File: src/source/gnn_cfg_pkg.sv
`default_nettype none

package gnn_cfg_pkg;

    // fixed sizes of the accelerator, shared by every block.
    localparam int node_id_w     = 8;
    localparam int pe_tag_w      = 3;
    localparam int replay_iter_w = 2;
    localparam int nb_info_w     = 17;

    typedef logic [node_id_w-1:0]     node_id_t;
    typedef logic [pe_tag_w-1:0]      pe_tag_t;
    typedef logic [replay_iter_w-1:0] replay_iter_t;
    typedef logic [nb_info_w-1:0]     nb_info_t;   // one neighbor-info word, used as an address.

endpackage

`default_nettype wire

File: src/source/neighbor_info_pkg.sv
`default_nettype none

package neighbor_info_pkg;

    localparam int nb_bank_w = 4;   // enough for up to 16 banks.
    localparam int nb_row_w  = gnn_cfg_pkg::node_id_w + gnn_cfg_pkg::replay_iter_w;

    typedef logic [nb_bank_w-1:0] nb_bank_t;
    typedef logic [nb_row_w-1:0]  nb_row_t;

    // one request from an edge processing element.
    typedef struct packed {
        gnn_cfg_pkg::node_id_t node_id;
        gnn_cfg_pkg::pe_tag_t  pe_tag;
    } nb_request_t;

    // the read command is broadcast, each bank checks the bank field itself.
    typedef struct packed {
        logic                 valid;
        nb_bank_t             bank;
        nb_row_t              row;
        gnn_cfg_pkg::pe_tag_t pe_tag;
    } nb_read_t;

    typedef struct packed {
        gnn_cfg_pkg::nb_info_t addr;
        gnn_cfg_pkg::pe_tag_t  pe_tag;
    } nb_result_t;

    typedef struct packed {
        logic                      valid;
        gnn_cfg_pkg::replay_iter_t replay_iter;
        gnn_cfg_pkg::node_id_t     node_id;
        gnn_cfg_pkg::nb_info_t     data;
    } nb_load_t;

endpackage

`default_nettype wire

File: src/source/neighbor_out_stage.sv
`timescale 1ns/1ps
`default_nettype none

module neighbor_out_stage #(
    parameter int num_banks = 4
) (
    input  logic                                    clk,
    input  logic                                    rst_n,
    input  neighbor_info_pkg::nb_read_t             rd_cmd,
    input  gnn_cfg_pkg::nb_info_t [num_banks-1:0]   bank_data,
    input  logic                                    downstream_full,
    output logic                                    out_valid,
    output neighbor_info_pkg::nb_result_t           out,
    output logic                                    drain
);
    import gnn_cfg_pkg::*;
    import neighbor_info_pkg::*;

    logic       cmd_valid;
    nb_bank_t   cmd_bank;
    pe_tag_t    cmd_tag;
    nb_result_t entries [2];
    nb_result_t result;
    logic       wr_sel;
    logic       rd_sel;
    logic [1:0] count;

    // the command is held for one cycle, in step with the bank read.
    always_ff @(posedge clk or negedge rst_n) begin
        if (!rst_n) begin
            cmd_valid <= 1'b0;
        end else begin
            cmd_valid <= rd_cmd.valid;
        end
    end

    always_ff @(posedge clk) begin
        cmd_bank <= rd_cmd.bank;
        cmd_tag  <= rd_cmd.pe_tag;
    end

    assign result.addr   = bank_data[cmd_bank];
    assign result.pe_tag = cmd_tag;

    // the credits upstream keep this queue from overflowing.
    assign out_valid = (count != 2'd0) && !downstream_full;
    assign out       = entries[rd_sel];
    assign drain     = out_valid;

    always_ff @(posedge clk) begin
        if (cmd_valid) begin
            entries[wr_sel] <= result;
        end
    end

    always_ff @(posedge clk or negedge rst_n) begin
        if (!rst_n) begin
            wr_sel <= 1'b0;
            rd_sel <= 1'b0;
            count  <= 2'd0;
        end else begin
            if (cmd_valid) begin
                wr_sel <= ~wr_sel;
            end
            if (out_valid) begin
                rd_sel <= ~rd_sel;
            end
            count <= count + 2'(cmd_valid) - 2'(out_valid);
        end
    end

endmodule

`default_nettype wire

File: config.mk
export PLATFORM = sky130hd
export DESIGN_NAME = neighbor_out_stage
export DESIGN_NICKNAME = d
export VERILOG_FILES = /design/src/source/gnn_cfg_pkg.sv /design/src/source/neighbor_info_pkg.sv /design/src/source/neighbor_out_stage.sv
export SDC_FILE = /design/constraint.sdc
export NUM_CORES = 1
export LEC_CHECK = 0
export BUFFER_PORTS_ARGS = -buffer_cell sky130_fd_sc_hd__buf_4
export CORE_ASPECT_RATIO = 1.5
export CORE_MARGIN = 4
export CORE_UTILIZATION = 40
export DETAILED_ROUTE_END_ITERATION = 10
export GPL_ROUTABILITY_DRIVEN = 0
export HOLD_SLACK_MARGIN = 0.08
export PLACE_DENSITY = 0.71
export SYNTH_ARGS = -nofsm -noshare
export SYNTH_HDL_FRONTEND = slang
export SYNTH_SLANG_ARGS = --single-unit
File: constraint.sdc
create_clock -name clk -period 3.05 [get_ports clk]
set_clock_uncertainty 0.2 [all_clocks]
set_input_delay 0.4575 -clock clk [delete_from_list [all_inputs] [get_ports clk]]
set_output_delay 0.4575 -clock clk [all_outputs]
set_load 0.02 [all_outputs]
**Word-level counts from Yosys, hierarchy flattened**

Memories as Yosys holds them, arrays and structs flattened.
Cells that the tools add are included.

- RAM bits: 40
- Output and inout port bits: 22
- Memories kept: 1
- Register bits: 12

Memories:

| name | depth | width | read ports | clocked after Yosys merged registers in | wr ports | RTL line | RTL |
|---|---|---|---|---|---|---|---|
| entries | 2 | 20 | 1 | 0 | 1 | neighbor_out_stage.sv:22 | `nb_result_t entries [2];` |

- Reductions and logical operators: 3
- Multiplexer cells: 4
- Bitwise logic cells: 2
- Add/sub/neg operators: 2
- Magnitude comparators: 1

Operators by type and width:

| operator | count |
|---|---|
| $bmux W17 S2 | 1 |
| $mux W17 | 1 |
| $lt A4 B3 Y1 const B | 1 |
| $add A2 B1 Y2 | 1 |
| $mux W1 | 2 |
| $not A1 Y1 | 2 |
| $reduce_bool A2 Y1 | 1 |
| $sub A2 B1 Y2 | 1 |
| $logic_and A1 B1 Y1 | 1 |
| $logic_not A1 Y1 | 1 |

**Logic depth before layout (Yosys ltp)**

- Depth after elaboration: 3
- Mapped depth: 7
- Mapped depth without buffers: 7

**Worst setup path after synthesis**

No wires, ideal clock.

- Path kind: register to register
- From: register cmd_valid
- To: memory entries[0][0] (netlist bit), enable pin
- Setup slack: 1.125 ns
- Stages on the path, launching flop included: 2
- Required time: 2.451 ns
- Arrival: 1.326 ns
- Path through: dfrtp_1 > nor2b_1

- Longest elaborated chain between the ends: 2

RTL lines:

| item | RTL line | RTL |
|---|---|---|
| start, declared | neighbor_out_stage.sv:19 | `logic cmd_valid;` |
| start signal, assigned | neighbor_out_stage.sv:33 | `cmd_valid <= rd_cmd.valid;` |
| $mux W1 | neighbor_out_stage.sv:51 | `if (cmd_valid) begin` |
| $mux W1 (not written as such) | neighbor_out_stage.sv:52 | `entries[wr_sel] <= result;` |
| end, declared | neighbor_out_stage.sv:22 |  |

Every way passes these cells.

==> results.tsv <==
metric	value	unit
status	complete, no violations	
synth_top_area_cell	edfxtp_1	
ctsRootBufferMaster	clkbuf_8	
drtPass1Iterations	4	
die_w	68.7	um
start_util	42.2	%
crit_type	flop to primary output	
cp.depth	3	
end_kind	primary output	
rrSetupSlack	1090	ps
ctsResizeCount	0	
portBuffers	98	
critical_path.max_stage_delay	400	ps
start_kind	flop	
final_cell_mix	buf_4 (101), edfxtp_1 (40), mux2_2 (20)	
num_rows	32	
yosysSeqAreaShare	64.5	%
vias	1401	
reg2reg_to	count[1]$_DFF_PN0_	
insertion_delay	290	ps
r2r_start	count[1]$_DFF_PN0_	
clockBufferDepth	2	
synthesis.area	2210	um2
syn2layout_area_growth	43.7	%
final_area	3180	um2
antenna_found_initial	0	
synth_nets	197	
critPathMaxFanout	21	
dieArea	6810	um2
worst_pin_slew	910	ps
peakVddDrop	0.337	mV
synth_warnings	0	
hp-class	flop to flop	
setup_viol	0	
grt_max_degree	22	
arrival	1480	ps
crit_path_end	out[16]	
clk_pin_slew_worst_paths	90	ps
diodes	0	
p_leak	1.31	nW
synth.area.top_cells	edfxtp_1 (54%), mux2_2 (10%), mux4_2 (10%)	
place_inst	268	
critPathTopFamily	buffers and inverters	
drc_errors	0	
grt_pass1_vias	1614	
grt_use_total	14.5	%
preCtsSetupSlack	1040	ps
drv_cap	0	
slowest_stage	mux2_2	
htreeDepth	2	
hpwlAfterDp	3.64	mm
numCtsBuffers	5	
hold_violations	0	
required	2390	ps
period_minus_slack	2140	ps
cts_tree	yes	
cp_common_cell	buf_4	
period_share	70.2	%
final_net_count	305	
utilization	60.6	%
syn_inst	106	
setup_ws	909	ps
drtIter0Drc	31	
crit_buf_inv	2	
grt_first_pass_wirelength	7.30	mm
mostFrequentLayoutCell	buf_4	
rsz0062_at_grt	no	
wirelength	4.57	mm
final.setup.tns	0	ps
synth.top_cell.area_share	54.3	%
crit_path_start	rd_sel$_DFFE_PN0P_	
stdcell_count	283	
ant_nets	0	
grt_overflow	0	
wl_per_cell	16.2	um
placed_area	3000	um2
ys_seq_elements	50	
drive_above_1_share	64.7	%
slew_violations	0	
io_pins	111	
reg2reg_depth	7	
viasPerCell	4.95	
power.density	710	nW/um2
numClockSinks	50	
synth_cell_types	17	
relSlewSlack	39.3	%
postSynthAreaPerCell	20.9	um2
path_cells	buf_4 > mux2_2 > buf_4	
core_area	5250	um2
die_h	99.1	um
clock.fmax	467	MHz
## synth_stat cells
| library cell | count |
|---|---|
| edfxtp_1 | 40 |
| mux2_2 | 20 |
| mux4_2 | 10 |
| mux4_1 | 7 |
| dfrtp_1 | 5 |
| dfxtp_1 | 5 |
| buf_2 | 4 |
| inv_1 | 3 |
| xnor2_1 | 3 |
| ha_1 | 2 |
| and2_1 | 1 |
| buf_12 | 1 |
| buf_4 | 1 |
| buf_6 | 1 |
| nor2b_1 | 1 |
| o21bai_1 | 1 |
| xor2_1 | 1 |
## worst min path at each step
stage	cells after the start	end	start
finish	0	entries[0][2]$_DFFE_PP_	cmd_tag[2]$_DFF_P_
global route	0	entries[0][0]$_DFFE_PP_	cmd_tag[0]$_DFF_P_
CTS	0	entries[1][1]$_DFFE_PP_	cmd_tag[1]$_DFF_P_
detailed placement	1	rd_sel$_DFFE_PN0P_	rst_n
global placement	1	count[1]$_DFF_PN0_	rst_n
floorplan	0	cmd_valid$_DFF_PN0_	rst_n
## worst reg2reg max path: stages (launching register included)
cell,delay [ps]
dfrtp_1,410
o21bai_1,250
inv_1,120
ha_1,300
inv_1,50
ha_1,180
xnor2_1,210
xnor2_1,160
## logic make-up after synthesis
logic type      after synthesis  synth area share [%]
simple gates                  2                 0.566
xor+xnor                      4                  1.58
mux                          37                  28.7
buf+inv                      10                  3.17
flops                        50                  64.5
fa+ha+maj                     2                  1.13
compound gates                1                 0.340
## per-layer routing
layer	GRT usage [%]	wire (um)	vias to the layer above
li1	-	-	647
met4	6.61	132	0
met2	26.0	2600	64
met1	15.2	1530	678
met5	0	0	-
met3	3.31	308	12
## state kept, by name, indices dropped and copies added, names as in the netlist
register and flops:
entries 40, cmd_tag 3, cmd_bank 2, count 2, cmd_valid 1, rd_sel 1
wr_sel 1
## area by class of cell
class | count | area (um2)
flip-flops and latches | 50 | 1430
inverters | 3 | 11.3
clock buffers | 6 | 72.6
well taps | 68 | 85.1
clock inverters | 2 | 37.5
multi-input cells | 46 | 717
fillers | 410 | 2070
repair buffers | 108 | 828
## per-stage QoR
| stage | hold slack (ps) | power (mW) |
|---|---|---|
| floorplan | -38.1 | 1.48 |
| global placement | 56.9 | 1.79 |
| detailed placement | 61.6 | 1.83 |
| CTS | 246 | 2.28 |
| global route | 260 | 2.37 |
| finish | 241 | 2.26 |
## power by group
part           internal, mW  leakage (nW)  total (mW)  switching [mW]
Sequential            0.905         0.476       0.952          0.0472
Clock                 0.244        0.0514       0.445           0.201
Combinational         0.428         0.783       0.858           0.430
## repair_timing
item	CTS	global route
hold buffers	7	0
setup endpoints to repair	0	0
endpoints found under the hold margin	11	0
setup buffers	0	0
No activity file was read; power rests on OpenSTA's default activity.
