$ cat config.mk
export PLATFORM = sky130hd
export DESIGN_NAME = request_fifo
export DESIGN_NICKNAME = d
export VERILOG_FILES = /design/src/source/gnn_cfg_pkg.sv /design/src/source/neighbor_info_pkg.sv /design/src/source/request_fifo.sv
export SDC_FILE = /design/constraint.sdc
export NUM_CORES = 1
export LEC_CHECK = 0
export BUFFER_PORTS_ARGS = -buffer_cell sky130_fd_sc_hd__buf_2
export CAP_MARGIN = 20
export CORE_UTILIZATION = 45
export CTS_BUF_LIST = sky130_fd_sc_hd__clkbuf_16
export DETAILED_ROUTE_END_ITERATION = 8
export SLEW_MARGIN = 15
export SYNTH_ARGS = -nofsm -noshare
export SYNTH_HDL_FRONTEND = slang
export SYNTH_SLANG_ARGS = --single-unit
$ cat constraint.sdc
create_clock -name clk -period 2.97 [get_ports clk]
set_input_delay 0 -clock clk [delete_from_list [all_inputs] [get_ports clk]]
set_output_delay 0 -clock clk [all_outputs]
set_load 0.05 [all_outputs]
$ cat src/source/gnn_cfg_pkg.sv
`default_nettype none

package gnn_cfg_pkg;

    // fixed sizes of the accelerator, shared by every block.
    localparam int node_id_w     = 8;
    localparam int pe_tag_w      = 3;
    localparam int replay_iter_w = 2;
    localparam int nb_info_w     = 17;

    typedef logic [node_id_w-1:0]     node_id_t;
    typedef logic [pe_tag_w-1:0]      pe_tag_t;
    typedef logic [replay_iter_w-1:0] replay_iter_t;
    typedef logic [nb_info_w-1:0]     nb_info_t;   // one neighbor-info word, used as an address.

endpackage

`default_nettype wire

$ cat src/source/neighbor_info_pkg.sv
`default_nettype none

package neighbor_info_pkg;

    localparam int nb_bank_w = 4;   // enough for up to 16 banks.
    localparam int nb_row_w  = gnn_cfg_pkg::node_id_w + gnn_cfg_pkg::replay_iter_w;

    typedef logic [nb_bank_w-1:0] nb_bank_t;
    typedef logic [nb_row_w-1:0]  nb_row_t;

    // one request from an edge processing element.
    typedef struct packed {
        gnn_cfg_pkg::node_id_t node_id;
        gnn_cfg_pkg::pe_tag_t  pe_tag;
    } nb_request_t;

    // the read command is broadcast, each bank checks the bank field itself.
    typedef struct packed {
        logic                 valid;
        nb_bank_t             bank;
        nb_row_t              row;
        gnn_cfg_pkg::pe_tag_t pe_tag;
    } nb_read_t;

    typedef struct packed {
        gnn_cfg_pkg::nb_info_t addr;
        gnn_cfg_pkg::pe_tag_t  pe_tag;
    } nb_result_t;

    typedef struct packed {
        logic                      valid;
        gnn_cfg_pkg::replay_iter_t replay_iter;
        gnn_cfg_pkg::node_id_t     node_id;
        gnn_cfg_pkg::nb_info_t     data;
    } nb_load_t;

endpackage

`default_nettype wire

$ cat src/source/request_fifo.sv
`timescale 1ns/1ps
`default_nettype none

module request_fifo #(
    parameter int fifo_depth = 8
) (
    input  logic                          clk,
    input  logic                          rst_n,
    input  logic                          wr_en,
    input  neighbor_info_pkg::nb_request_t wr_data,
    input  logic                          pop,
    output neighbor_info_pkg::nb_request_t head,
    output logic                          empty,
    output logic                          full
);
    import neighbor_info_pkg::*;

    localparam int addr_w = $clog2(fifo_depth);

    nb_request_t       mem [fifo_depth];
    logic [addr_w:0]   wr_ptr;
    logic [addr_w:0]   rd_ptr;
    logic              do_write;
    logic              do_read;

    // a request that finds the FIFO full is simply lost.
    assign do_write = wr_en && !full;
    assign do_read  = pop && !empty;

    // the extra pointer bit tells a full buffer from an empty one.
    assign empty = (wr_ptr == rd_ptr);
    assign full  = (wr_ptr[addr_w] != rd_ptr[addr_w]) &&
                   (wr_ptr[addr_w-1:0] == rd_ptr[addr_w-1:0]);

    assign head = mem[rd_ptr[addr_w-1:0]];   // oldest entry, no read latency.

    always_ff @(posedge clk) begin
        if (do_write) begin
            mem[wr_ptr[addr_w-1:0]] <= wr_data;
        end
    end

    always_ff @(posedge clk or negedge rst_n) begin
        if (!rst_n) begin
            wr_ptr <= '0;
        end else if (do_write) begin
            wr_ptr <= wr_ptr + 1'b1;
        end
    end

    always_ff @(posedge clk or negedge rst_n) begin
        if (!rst_n) begin
            rd_ptr <= '0;
        end else if (do_read) begin
            rd_ptr <= rd_ptr + 1'b1;
        end
    end

endmodule

`default_nettype wire

* Yosys cells after proc, flatten, opt, wreduce, memory -nomap -nowiden
Memory sizes are Yosys's and may differ from the RTL's.
Cells that the tools add are included.
** Word-level totals
- Flip-flop bits (word level) :: 8
- Memories kept :: 1
- Bits of input ports :: 15
- Output and inout bits :: 13
- Word-level logic and storage cells :: 15
- Memory bits (writable) :: 88
** Memory list
- mem :: words 8, width 11, read ports 1, clocked after memory_dff 0, wr ports 1, line request_fifo.sv:20 : nb_request_t mem [fifo_depth];
** Operators by class
- Multiplexer cells :: 2
- Reduce and logical (&&, ||, !) cells :: 5
- Eq/ne operators :: 3
- $add $sub $neg :: 2
** Operator list (count)
- $add 4x1->4 const B :: 2
- $eq 4x4->1 :: 1
- $eq 3x3->1 :: 1
- $logic_and 1x1->1 :: 3
- $logic_not 1->1 :: 2
- $mux 1 :: 2
- $ne 1x1->1 :: 1

* Longest topological paths before layout
- Depth in word-level cells :: 6
- Gate-level depth with buffers :: 5

* Worst setup path before layout
Ideal clock, no wire load.
- Path type :: reg2reg
- From :: register wr_ptr[1]
- To :: memory mem[5][0] in the netlist's numbering (enable)
- Period minus slack after synthesis :: 2.749 ns
- Setup slack :: 0.221 ns
- Required time :: 2.588 ns
- Arrival time :: 2.366 ns
- Cell stages (with the launch flop) :: 5
- Cells stage by stage :: dfrtp_1 > buf_2 > xor2_4 > nor4_2 > nor3_1
** Between the ends
- Cells in the longest elaborated chain, start to end :: 6
** Ends and longest elaborated chain
- start: declaration :: line request_fifo.sv:21 : logic [addr_w:0] wr_ptr;
- start signal: assignment :: line request_fifo.sv:47 : wr_ptr <= wr_ptr + 1'b1;
- $eq 3x3->1 :: line request_fifo.sv:33 : (wr_ptr[addr_w-1:0] == rd_ptr[addr_w-1:0]);
- $logic_and 1x1->1 :: line request_fifo.sv:32 : assign full = (wr_ptr[addr_w] != rd_ptr[addr_w]) &&
- named net full :: line request_fifo.sv:14 : output logic full
- $logic_not 1->1 :: line request_fifo.sv:27 : assign do_write = wr_en && !full;
- $logic_and 1x1->1 :: line request_fifo.sv:27
- $mux 1 :: line request_fifo.sv:38 : if (do_write) begin
- $mux 1 (not written as such) :: line request_fifo.sv:39 : mem[wr_ptr[addr_w-1:0]] <= wr_data;
- end: declaration :: line request_fifo.sv:20
The timed path passes the listed nets, and every way through them passes these cells.

* Worst setup path after layout
- From :: register rd_ptr[3]
- To :: memory mem[0][6] in the netlist's numbering (enable)
** Between the ends
- Cells in the longest elaborated chain, start to end :: 6
** Ends and longest elaborated chain
- start: declaration :: line request_fifo.sv:22 : logic [addr_w:0] rd_ptr;
- start signal: assignment :: line request_fifo.sv:55 : rd_ptr <= rd_ptr + 1'b1;
- $ne 1x1->1 :: line request_fifo.sv:32
- $logic_and 1x1->1 :: line request_fifo.sv:32
- $logic_not 1->1 :: line request_fifo.sv:27
- $logic_and 1x1->1 :: line request_fifo.sv:27
- $mux 1 :: line request_fifo.sv:38
- $mux 1 (not written as such) :: line request_fifo.sv:39
Every way passes these cells.

==> impl_metrics.ini <==
[outcome]
outcome = finished clean

[timing]
final.min_clock_period_ns = 2.52
slew_viol_final = 0
rsz0062_at_grt = false
setup_viol = 0
hold_viol_final = 0
timing.hold.ws_ns = 0.0475
worst_pin_slew_ns = 1.00
tns_ns = 0
min_period_over_period_pct = 84.8
slew_headroom_pct = 32.6
fmax_mhz = 397
fin_skew_ns = 0.00700
worst_slack_ns = 0.451

[global_route]
grt_usage_pct = 16.6
grt_pass1_vias = 2125
antenna_found_initial = 0
grt_pass1_wl_um = 11400
grt_overflow = 0
grt_start_max_net_pins = 27

[yosys]
synthesis.nets = 204
ys_types = 31
syn_inst = 187
ys_warn_count = 0
synth_area_mm2 = 0.00404
ys_seq_area_share_pct = 70.4
ys_ff_latch = 96
avgSynthCellArea_um2 = 21.6

[worst_hold_path]
hold_path.class = in -> async

[worst_setup_path]
r2r_setup_slack_ns = 0.45
start_kind = flip-flop
critPathRequiredTime_ns = 3.01
cp-end-kind = flip-flop
critical_path_class = reg -> reg
critPathArrivalTime_ns = 2.56
r2r_cells = 4
reg2reg_from = rd_ptr[3]$_DFFE_PN0P_
r2r-end = mem[0][6]$_DFFE_PP_
startpoint = rd_ptr[3]$_DFFE_PN0P_
worstPathMaxFanout = 6

[cells_and_area]
drive_above_1_share_pct = 33.9
final.fill_count = 661
fin_util_pct = 54.5
area_growth_syn_to_layout_pct = 17.6
layout.nets = 257
n_antenna_cell = 0

[clock_tree]
clock_sinks = 96
clockRootBuffer = clkbuf_16
worstSkewPairLatency_ns = 0.33
cts-resized-gates = 0
clock_path_buffers = 2
path_clk_slew_ns = 0.07
cts_tree = yes
cts_buffers = 9
htreeDepth = 3

[drt]
first_pass_iters = 4
routed_via_density = 5.59
drtIter0Drc = 65
wirelength_um = 7180
route.vias.total = 1973
ant_nets = 0
wire_per_inst_um = 20.3
drc = 0

[pwr]
power.leakage_uw = 0.00165
vdd_ir_drop_max_mv = 0.647
p_per_area_mw_per_mm2 = 1060

[placement]
hpwl_um = 4510
pre_cts_ws_ns = 0.468
gp_congestion = 0.775
port_buffers = 27

[floorplan]
pin_count = 28
core-area_mm2 = 0.00872
dieArea_mm2 = 0.00936
die_w_um = 96.8
chipHeight_um = 96.8
rows = 34
start_util_pct = 46.3

[job]
cap_violations = 0
-- cell usage in the layout (no fill, tap or decap), types with 3 or more instances in the layout --
master and count:
clkbuf_16 9, nor3_1 3, dfrtp_1 8, xnor2_1 5, buf_4 11, buf_2 27
nand2_1 4, mux4_1 14, edfxtp_1 88, dlygate4sd3_1 14, xor2_4 3, mux2_2 12
mux4_2 8, nor2_1 4
-- cell families (layout without fill, tap and decap cells) --
family,after synthesis,count (layout),synth area share [%]
adder cells (fa/ha/maj),2,2,0.619
AND/OR/NAND/NOR,24,24,3.47
buffers and inverters,12,70,1.95
multiplexers,35,35,17.2
XOR/XNOR,9,9,3.34
flip-flops,96,96,70.4
AO/OA/AOI/OAI,9,9,3.07
-- critical path, cell delays in order, from the launching register on --
cell and delay, ns:
dfrtp_1 0.44, xnor2_1 0.51, o41ai_2 0.20, nor3_1 0.79
buf_4 0.29
-- synthesized netlist by cell type (all sizes together) --
library cell / instances / area share (%)
nand2b: 2 / 0.31
nor2: 5 / 0.46
o311ai: 4 / 0.87
or3: 1 / 0.28
buf: 8 / 1.6
inv: 2 / 0.19
nor2b: 1 / 0.15
mux2: 13 / 3.6
nand2: 4 / 0.37
nor3: 3 / 0.37
mux4: 22 / 14
ha: 2 / 0.62
nand4: 2 / 0.31
edfxtp: 88 / 65
xnor2: 5 / 1.1
xor2: 4 / 2.3
o41ai: 5 / 2.2
dfrtp: 8 / 5.0
and2: 2 / 0.31
clkbuf: 2 / 0.19
nor4: 2 / 0.46
and4: 2 / 0.43
-- final cells by class --
cell class / instances / area [um^2] / area share [%]
clock buffers: 9 / 225 / 4.74
clock inverters: 7 / 53.8 / 1.13
inverters: 2 / 7.51 / 0.158
multi-input cells: 79 / 1130 / 23.7
flip-flops and latches: 96 / 2840 / 59.9
well taps: 108 / 135 / 2.85
repair buffers: 52 / 358 / 7.53
-- layer usage --
| metal | up-vias | track usage, % | share of wire (%) |
|---|---|---|---|
| met2 | 39 | 28.3 | 52 |
| met3 | 11 | 3.90 | 2.6 |
| met4 | 0 | 6.89 | 1.5 |
| li1 | 896 | - | - |
| met1 | 1027 | 20.5 | 44 |
| met5 | - | 0 | 0 |
-- registers in the layout, summed over array words and instances (netlist names) --
name	flops
rd_ptr	4
mem	88
wr_ptr	4
-- how the worst max path moves through the flow --
stage                           to  depth (start not counted)
2_1_floorplan  mem[5][0]$_DFFE_PP_                          4
3_3_place_gp   mem[7][6]$_DFFE_PP_                          3
3_5_place_dp   mem[0][6]$_DFFE_PP_                          4
4_1_cts        mem[0][0]$_DFFE_PP_                          4
5_1_grt        mem[0][2]$_DFFE_PP_                          4
6_report       mem[0][6]$_DFFE_PP_                          4
-- through the flow --
stage          cells  cell area (um^2)  total power [uW]
5_1_grt          353              4750              5280
2_1_floorplan    187              4040              3580
3_3_place_gp     323              4330              3960
3_5_place_dp     323              4330              4020
4_1_cts          353              4750              5110
6_report         353              4750              5060
-- report_power, final --
group / total, uW / leakage [uW] / switching [uW] / internal [uW]
Combinational: 2100 / 0.000611 / 1330 / 774
Sequential: 1890 / 0.000894 / 162 / 1730
Clock: 1070 / 0.000141 / 488 / 579
-- what timing repair did --
item                                   CTS  global route
hold buffers                            14             0
endpoints found under the hold margin   98             0
buffers inserted                         0             0
Power figures use the tool's default switching activity.
