===== src/source/gnn_cfg_pkg.sv =====
`default_nettype none

package gnn_cfg_pkg;

    // fixed sizes of the accelerator, shared by every block.
    localparam int node_id_w     = 8;
    localparam int pe_tag_w      = 3;
    localparam int replay_iter_w = 2;
    localparam int nb_info_w     = 17;

    typedef logic [node_id_w-1:0]     node_id_t;
    typedef logic [pe_tag_w-1:0]      pe_tag_t;
    typedef logic [replay_iter_w-1:0] replay_iter_t;
    typedef logic [nb_info_w-1:0]     nb_info_t;   // one neighbor-info word, used as an address.

endpackage

`default_nettype wire


===== src/source/neighbor_info_pkg.sv =====
`default_nettype none

package neighbor_info_pkg;

    localparam int nb_bank_w = 4;   // enough for up to 16 banks.
    localparam int nb_row_w  = gnn_cfg_pkg::node_id_w + gnn_cfg_pkg::replay_iter_w;

    typedef logic [nb_bank_w-1:0] nb_bank_t;
    typedef logic [nb_row_w-1:0]  nb_row_t;

    // one request from an edge processing element.
    typedef struct packed {
        gnn_cfg_pkg::node_id_t node_id;
        gnn_cfg_pkg::pe_tag_t  pe_tag;
    } nb_request_t;

    // the read command is broadcast, each bank checks the bank field itself.
    typedef struct packed {
        logic                 valid;
        nb_bank_t             bank;
        nb_row_t              row;
        gnn_cfg_pkg::pe_tag_t pe_tag;
    } nb_read_t;

    typedef struct packed {
        gnn_cfg_pkg::nb_info_t addr;
        gnn_cfg_pkg::pe_tag_t  pe_tag;
    } nb_result_t;

    typedef struct packed {
        logic                      valid;
        gnn_cfg_pkg::replay_iter_t replay_iter;
        gnn_cfg_pkg::node_id_t     node_id;
        gnn_cfg_pkg::nb_info_t     data;
    } nb_load_t;

endpackage

`default_nettype wire


===== src/source/neighbor_info_ctrl.sv =====
`timescale 1ns/1ps
`default_nettype none

module neighbor_info_ctrl #(
    parameter int num_banks = 4
) (
    input  logic                           clk,
    input  logic                           rst_n,
    input  logic                           empty,
    input  neighbor_info_pkg::nb_request_t head,
    input  gnn_cfg_pkg::replay_iter_t      current_replay_iter,
    input  logic                           drain,
    output logic                           pop,
    output neighbor_info_pkg::nb_read_t    rd_cmd
);
    import gnn_cfg_pkg::*;
    import neighbor_info_pkg::*;

    // rows of one bank that belong to a single replay iteration.
    localparam int unsigned rows_per_iter = (2 ** node_id_w) / num_banks;

    logic [1:0] credits;
    logic       issue;
    nb_read_t   next_cmd;

    // while pop is high the head still shows the request already taken,
    // so a new one is only picked in the cycle after.
    assign issue = !empty && !pop && (credits != 2'd0);

    always_comb begin
        next_cmd.valid  = 1'b1;
        next_cmd.bank   = nb_bank_t'(head.node_id % num_banks);
        next_cmd.row    = nb_row_t'(current_replay_iter) * nb_row_t'(rows_per_iter)
                        + nb_row_t'(head.node_id / num_banks);
        next_cmd.pe_tag = head.pe_tag;
    end

    always_ff @(posedge clk or negedge rst_n) begin
        if (!rst_n) begin
            pop    <= 1'b0;
            rd_cmd <= '0;
        end else begin
            pop    <= issue;   // pop and command leave together.
            rd_cmd <= issue ? next_cmd : nb_read_t'('0);
        end
    end

    // one credit per slot of the two-entry result queue.
    always_ff @(posedge clk or negedge rst_n) begin
        if (!rst_n) begin
            credits <= 2'd2;
        end else begin
            case ({issue, drain})
                2'b10: begin
                    credits <= credits - 2'd1;
                end
                2'b01: begin
                    credits <= credits + 2'd1;
                end
                default: begin
                    credits <= credits;   // none moved, or one spent and one returned.
                end
            endcase
        end
    end

endmodule

`default_nettype wire


===== config.mk =====
export PLATFORM = sky130hd
export DESIGN_NAME = neighbor_info_ctrl
export DESIGN_NICKNAME = d
export VERILOG_FILES = /design/src/source/gnn_cfg_pkg.sv /design/src/source/neighbor_info_pkg.sv /design/src/source/neighbor_info_ctrl.sv
export SDC_FILE = /design/constraint.sdc
export NUM_CORES = 1
export LEC_CHECK = 0
export ABC_CLOCK_PERIOD_IN_PS = 1600
export BUFFER_PORTS_ARGS = -buffer_cell sky130_fd_sc_hd__buf_4
export CAP_MARGIN = 20
export CORE_UTILIZATION = 36
export CTS_BUF_LIST = sky130_fd_sc_hd__clkbuf_16
export DETAILED_ROUTE_END_ITERATION = 6
export PLACE_DENSITY = 0.82
export SKIP_LAST_GASP = 1
export SYNTH_ARGS = -nofsm -noshare
export SYNTH_HDL_FRONTEND = slang
export SYNTH_SLANG_ARGS = --single-unit
export TNS_END_PERCENT = 1

===== constraint.sdc =====
create_clock -name clk -period 1.6 [get_ports clk]
set_input_delay 0.48 -clock clk [delete_from_list [all_inputs] [get_ports clk]]
set_output_delay 0.48 -clock clk [all_outputs]
set_load 0.05 [all_outputs]

Word level (Yosys, flattened, before mapping). Cells that the tools add are included.

Reductions and logical operators: 6. Equal/unequal tests: 2. $add $sub $neg: 3. Mux-type cells: 2.

Operators by type and width (number): two-way mux 18 bit (1); adder 8 x 6 -> 9 bit (1); one-hot mux 2 bit (2 select lines) (1); nonzero test 2 bit (2); adder 2 x 1 -> 2 bit, second input constant (1); equality test 2 x 1 -> 1 bit, second input constant (1); equality test 2 bit, second input constant (1); logical AND 1 bit (2); zero test 1 bit (2); subtractor 2 x 1 -> 2 bit, second input constant (1).

Output and inout bits: 19. Flip-flop bits (word level): 21. Input bits: 17. Word-level logic and storage cells: 19.

Depth between registers and ports, before layout.
Depth in word-level cells: 5. Gate-level depth with buffers: 8. Mapped depth without buffers: 7.

Least setup slack after synthesis. No wires, ideal clock.

Path type: reg-to-reg. Start: reg pop. End: reg credits[1]. Library setup time: 0.075 ns. Period minus slack after synthesis: 1.685 ns. Setup slack: -0.085 ns. Stages on the path, launching flop included: 7. Buffers on the path: 1. Data required time: 1.525 ns. Arrival time: 1.611 ns. Path through: dfrtp_1 > nor3_4 > buf_6 > inv_1 > ha_1 > nor2_1 > xor2_1.

Word-level cells in the longest chain between the ends: 5. Elaborated cells between the ends (all ways): 7. Classes of those cells: eq/ne: 2; mux: 1; reduce/logical: 4.

Ends and longest elaborated chain: start: declaration (RTL line neighbor_info_ctrl.sv:13) `output logic pop,`; start signal: assignment (RTL line neighbor_info_ctrl.sv:43) `pop <= issue;`; zero test 1 bit (*) (RTL line neighbor_info_ctrl.sv:28) `assign issue = !empty && !pop && (credits != 2'd0);`; logical AND 1 bit (*) (2 in series) (RTL line neighbor_info_ctrl.sv:28); net issue (RTL line neighbor_info_ctrl.sv:23) `logic issue;`; equality test 2 x 1 -> 1 bit or equality test 2 bit (tied branches) (RTL line neighbor_info_ctrl.sv:53) `case ({issue, drain})`; one-hot mux 2 bit (2 select lines) or nonzero test 2 bit (tied branches); end signal: assignment (RTL line neighbor_info_ctrl.sv:55) `credits <= credits - 2'd1;`; end signal: assignment (RTL line neighbor_info_ctrl.sv:58) `credits <= credits + 2'd1;`; end signal: assignment (RTL line neighbor_info_ctrl.sv:61) `credits <= credits;`; end: declaration (RTL line neighbor_info_ctrl.sv:22) `logic [1:0] credits;`.

Mark *: on every way through the listed nets, which the timed path passes. The rest lies on a longest branch. A chain may end at the register's enable or synchronous reset.

Final worst setup path.
Start: reg credits[1]. End: reg credits[1].

Word-level cells in the longest chain between the ends: 4. Elaborated cells between the ends (all ways): 8. Classes of those cells: add/sub: 2; eq/ne: 2; mux: 1; reduce/logical: 3.

Ends and longest elaborated chain (RTL line): nonzero test 2 bit (neighbor_info_ctrl.sv:28); logical AND 1 bit (neighbor_info_ctrl.sv:28); equality test 2 x 1 -> 1 bit or equality test 2 bit (tied branches) (neighbor_info_ctrl.sv:53); one-hot mux 2 bit (2 select lines) or nonzero test 2 bit (tied branches).

Several ways; a longest one is shown, not always the timed one.

==> results.toml <==
[outcome]
status = "completed"

[drt]
totalWireLength_mm = 1.07
vias = 407
drc = 0
postRouteAntennaNets = 0
drt_pre_antenna_iters = 3
drt-vias-per-instance = 4.38
drtIter0Drc = 6
avgRoutedWirePerCell_microns = 11.5

[floorplanning]
num_rows = 14
io-pin-count = 36
fp.dieArea_sq_mm = 0.00184
core-area_sq_mm = 0.00154
initial_core_util_pct = 39.0
fp.dieH_microns = 42.9
dieWidth_microns = 42.9

[critical_path]
crit_start = "credits[1]"
critPathCaptureType = "register"
worstPathArrival_ns = 1.62
cp.required_ns = 1.77
r2r-end = "credits[1]"
r2r_slack_ns = 0.15
worstSetupEndpoint = "credits[1]"
start_kind = "register"
r2r-start = "credits[1]"
worstPathMaxFanout = 2
ff2ff_path_depth = 7
criticalPathCategory = "register to register"

[cts]
ctsHoldBuffers = 0
clk_latency_ns = 0.24
root_buffer = "clkbuf_16"
clk_pin_slew_ns = 0.05
h-tree-depth = 1
cts-buffers-inserted = 3
cts_resized = 0
clock_path_buffers = 2
cts_sinks = 16
cts_tree = "done"
cts_setup_buffers = 0

[global_route]
grt_pass1_wl_mm = 1.84
use_met2_pct = 24.5
overflow = 0
grt_pass1_vias = 432
grtUsageMet3_pct = 5.53
grtUsageTotal_pct = 14.3
use_met1_pct = 15.0
grt_max_degree = 17
antenna_found_initial = 0
busiest_layer = "met2"

[hold_path]
hp-class = "input pin to async pin"

[sta]
hold_viol = 0
min_period_ns = 1.45
finalSetupTns_ns = 0
rsz0062_at_grt = "no"
finalClockSkew_ns = 0.00308
fmax_mhz = 688
fin_crit_sh_pct = 90.9
worst_hold_slack_ns = 0.0869
setup_violations = 0
drv_slew = 0

[synthesis]
yosys-mux-area-fraction_pct = 0
synthAdderAreaFrac_pct = 2.08
yosys_register_bits = 16
syn_avg_cell_area_sq_um = 13.7
synthCells = 44
synth_area_sq_um = 602
synth_most_common_cell = "dfrtp_1"
synth_top_cell_by_area = "dfrtp_1"
ys_seq_area_share_pct = 66.7
synth_top_family_by_area = "simple AND/OR/NAND/NOR gates"
synthTopCellsByArea = "dfrtp_1 (62%), and2_1 (14%), buf_4 (6.2%)"
yosys_most_used_dff = "dfrtp_1"
yosysWarnings = 0
synth-edff-count = 0
synth_top_area_share_pct = 62.4
async_flop_share_pct = 100
synth.distinct_cells = 12
synth_common_cells = "dfrtp_1 (15), and2_1 (13), buf_4 (5)"
synthXorXnorAreaFrac_pct = 4.37
yosys.area_share.simple_pct = 17.5
synth-compound-area-share_pct = 0

[power_and_ir_drop]
pwr-share-clk_pct = 27.8
seq_power_share_pct = 33.6
power_frac_comb_pct = 38.5
p_sw_share_pct = 37.0
powerDensity_mw_per_mm2 = 1860
ir_worst_vdd_mv = 0.689
power.internal_uw = 1060
switchingPower_uw = 623
p_leak_uw = 0.000490

[final_layout]
fin_nets = 96
num_antenna_cells = 0
area_growth_pct = 50.3
drive_gt1_share_pct = 49.4

[placement]
gp_congestion = 0.693
io_buffers = 31

[job]
cap_violations = 0
-- worst min path at each step --
stage / from / endpoint / slack (ns) / cells after the start
2_1_floorplan: rst_n / credits[0] / 0.18 / 0
3_3_place_gp: rst_n / credits[0] / 0.34 / 1
3_5_place_dp: rst_n / rd_cmd[6] / 0.35 / 1
4_1_cts: rst_n / rd_cmd[10] / 0.09 / 1
5_1_grt: rst_n / rd_cmd[6] / 0.09 / 1
6_report: rst_n / rd_cmd[10] / 0.09 / 1
-- registers in the layout, summed over array words and instances (netlist names) --
name	flops
rd_cmd	13
credits	2
pop	1
-- cell usage in the layout (no fill, tap or decap) --
cell / n
and2_1: 13
ha_1: 1
xnor2_1: 1
nor3_4: 1
inv_1: 2
dfstp_2: 1
xor2_1: 2
buf_4: 32
clkbuf_16: 3
nor2_1: 2
dfrtp_1: 14
conb_1: 4
dfrtp_2: 1
-- metrics by stage --
| step | cells | power, uW | utilization (%) | instance area (sq um) | worst slack [ns] |
|---|---|---|---|---|---|
| floorplan | 47 | 1050 | - | 614 | 0.0161 |
| global placement | 89 | 1210 | 53.6 | 826 | 0.140 |
| detailed placement | 89 | 1230 | 53.6 | 826 | 0.0919 |
| CTS | 93 | 1700 | 58.7 | 905 | 0.142 |
| global route | 93 | 1770 | 58.7 | 905 | 0.00240 |
| finish | 93 | 1680 | 58.7 | 905 | 0.146 |
-- logic make-up after synthesis --
family,count (synthesis)
xor gates and xnor gates,3
adders and majority gates,1
DFF,16
other,1
buffers and inverters,7
and+or+nand+nor,16
-- power groups by stage --
stage	Combinational [uW]	Clock (uW)	Sequential [uW]
floorplan	236	0	815
CTS	657	480	567
detailed placement	654	0	572
finish	649	469	567
global placement	641	0	569
global route	692	503	578
-- metal layers --
metal,up-vias,routed length (microns)
met3,5,103
met1,184,389
met2,29,550
met5,-,0
li1,189,-
met4,0,25
-- critical path: stages, from the launching register on --
cell and delay, ns:
dfstp_2 0.53, nor2_1 0.06, nor3_4 0.13, inv_1 0.06
ha_1 0.19, xor2_1 0.14, nor2_1 0.11, xor2_1 0.16
-- final cells by class --
cell class	count	area (sq um)
multi-input combinational	24	159
tap	16	20.0
fill	138	637
inverter	1	3.75
sequential	16	403
clock buffer	3	75.1
timing repair buffer	32	240
clock inverter	1	3.75
(Power assumes the default switching activity.)
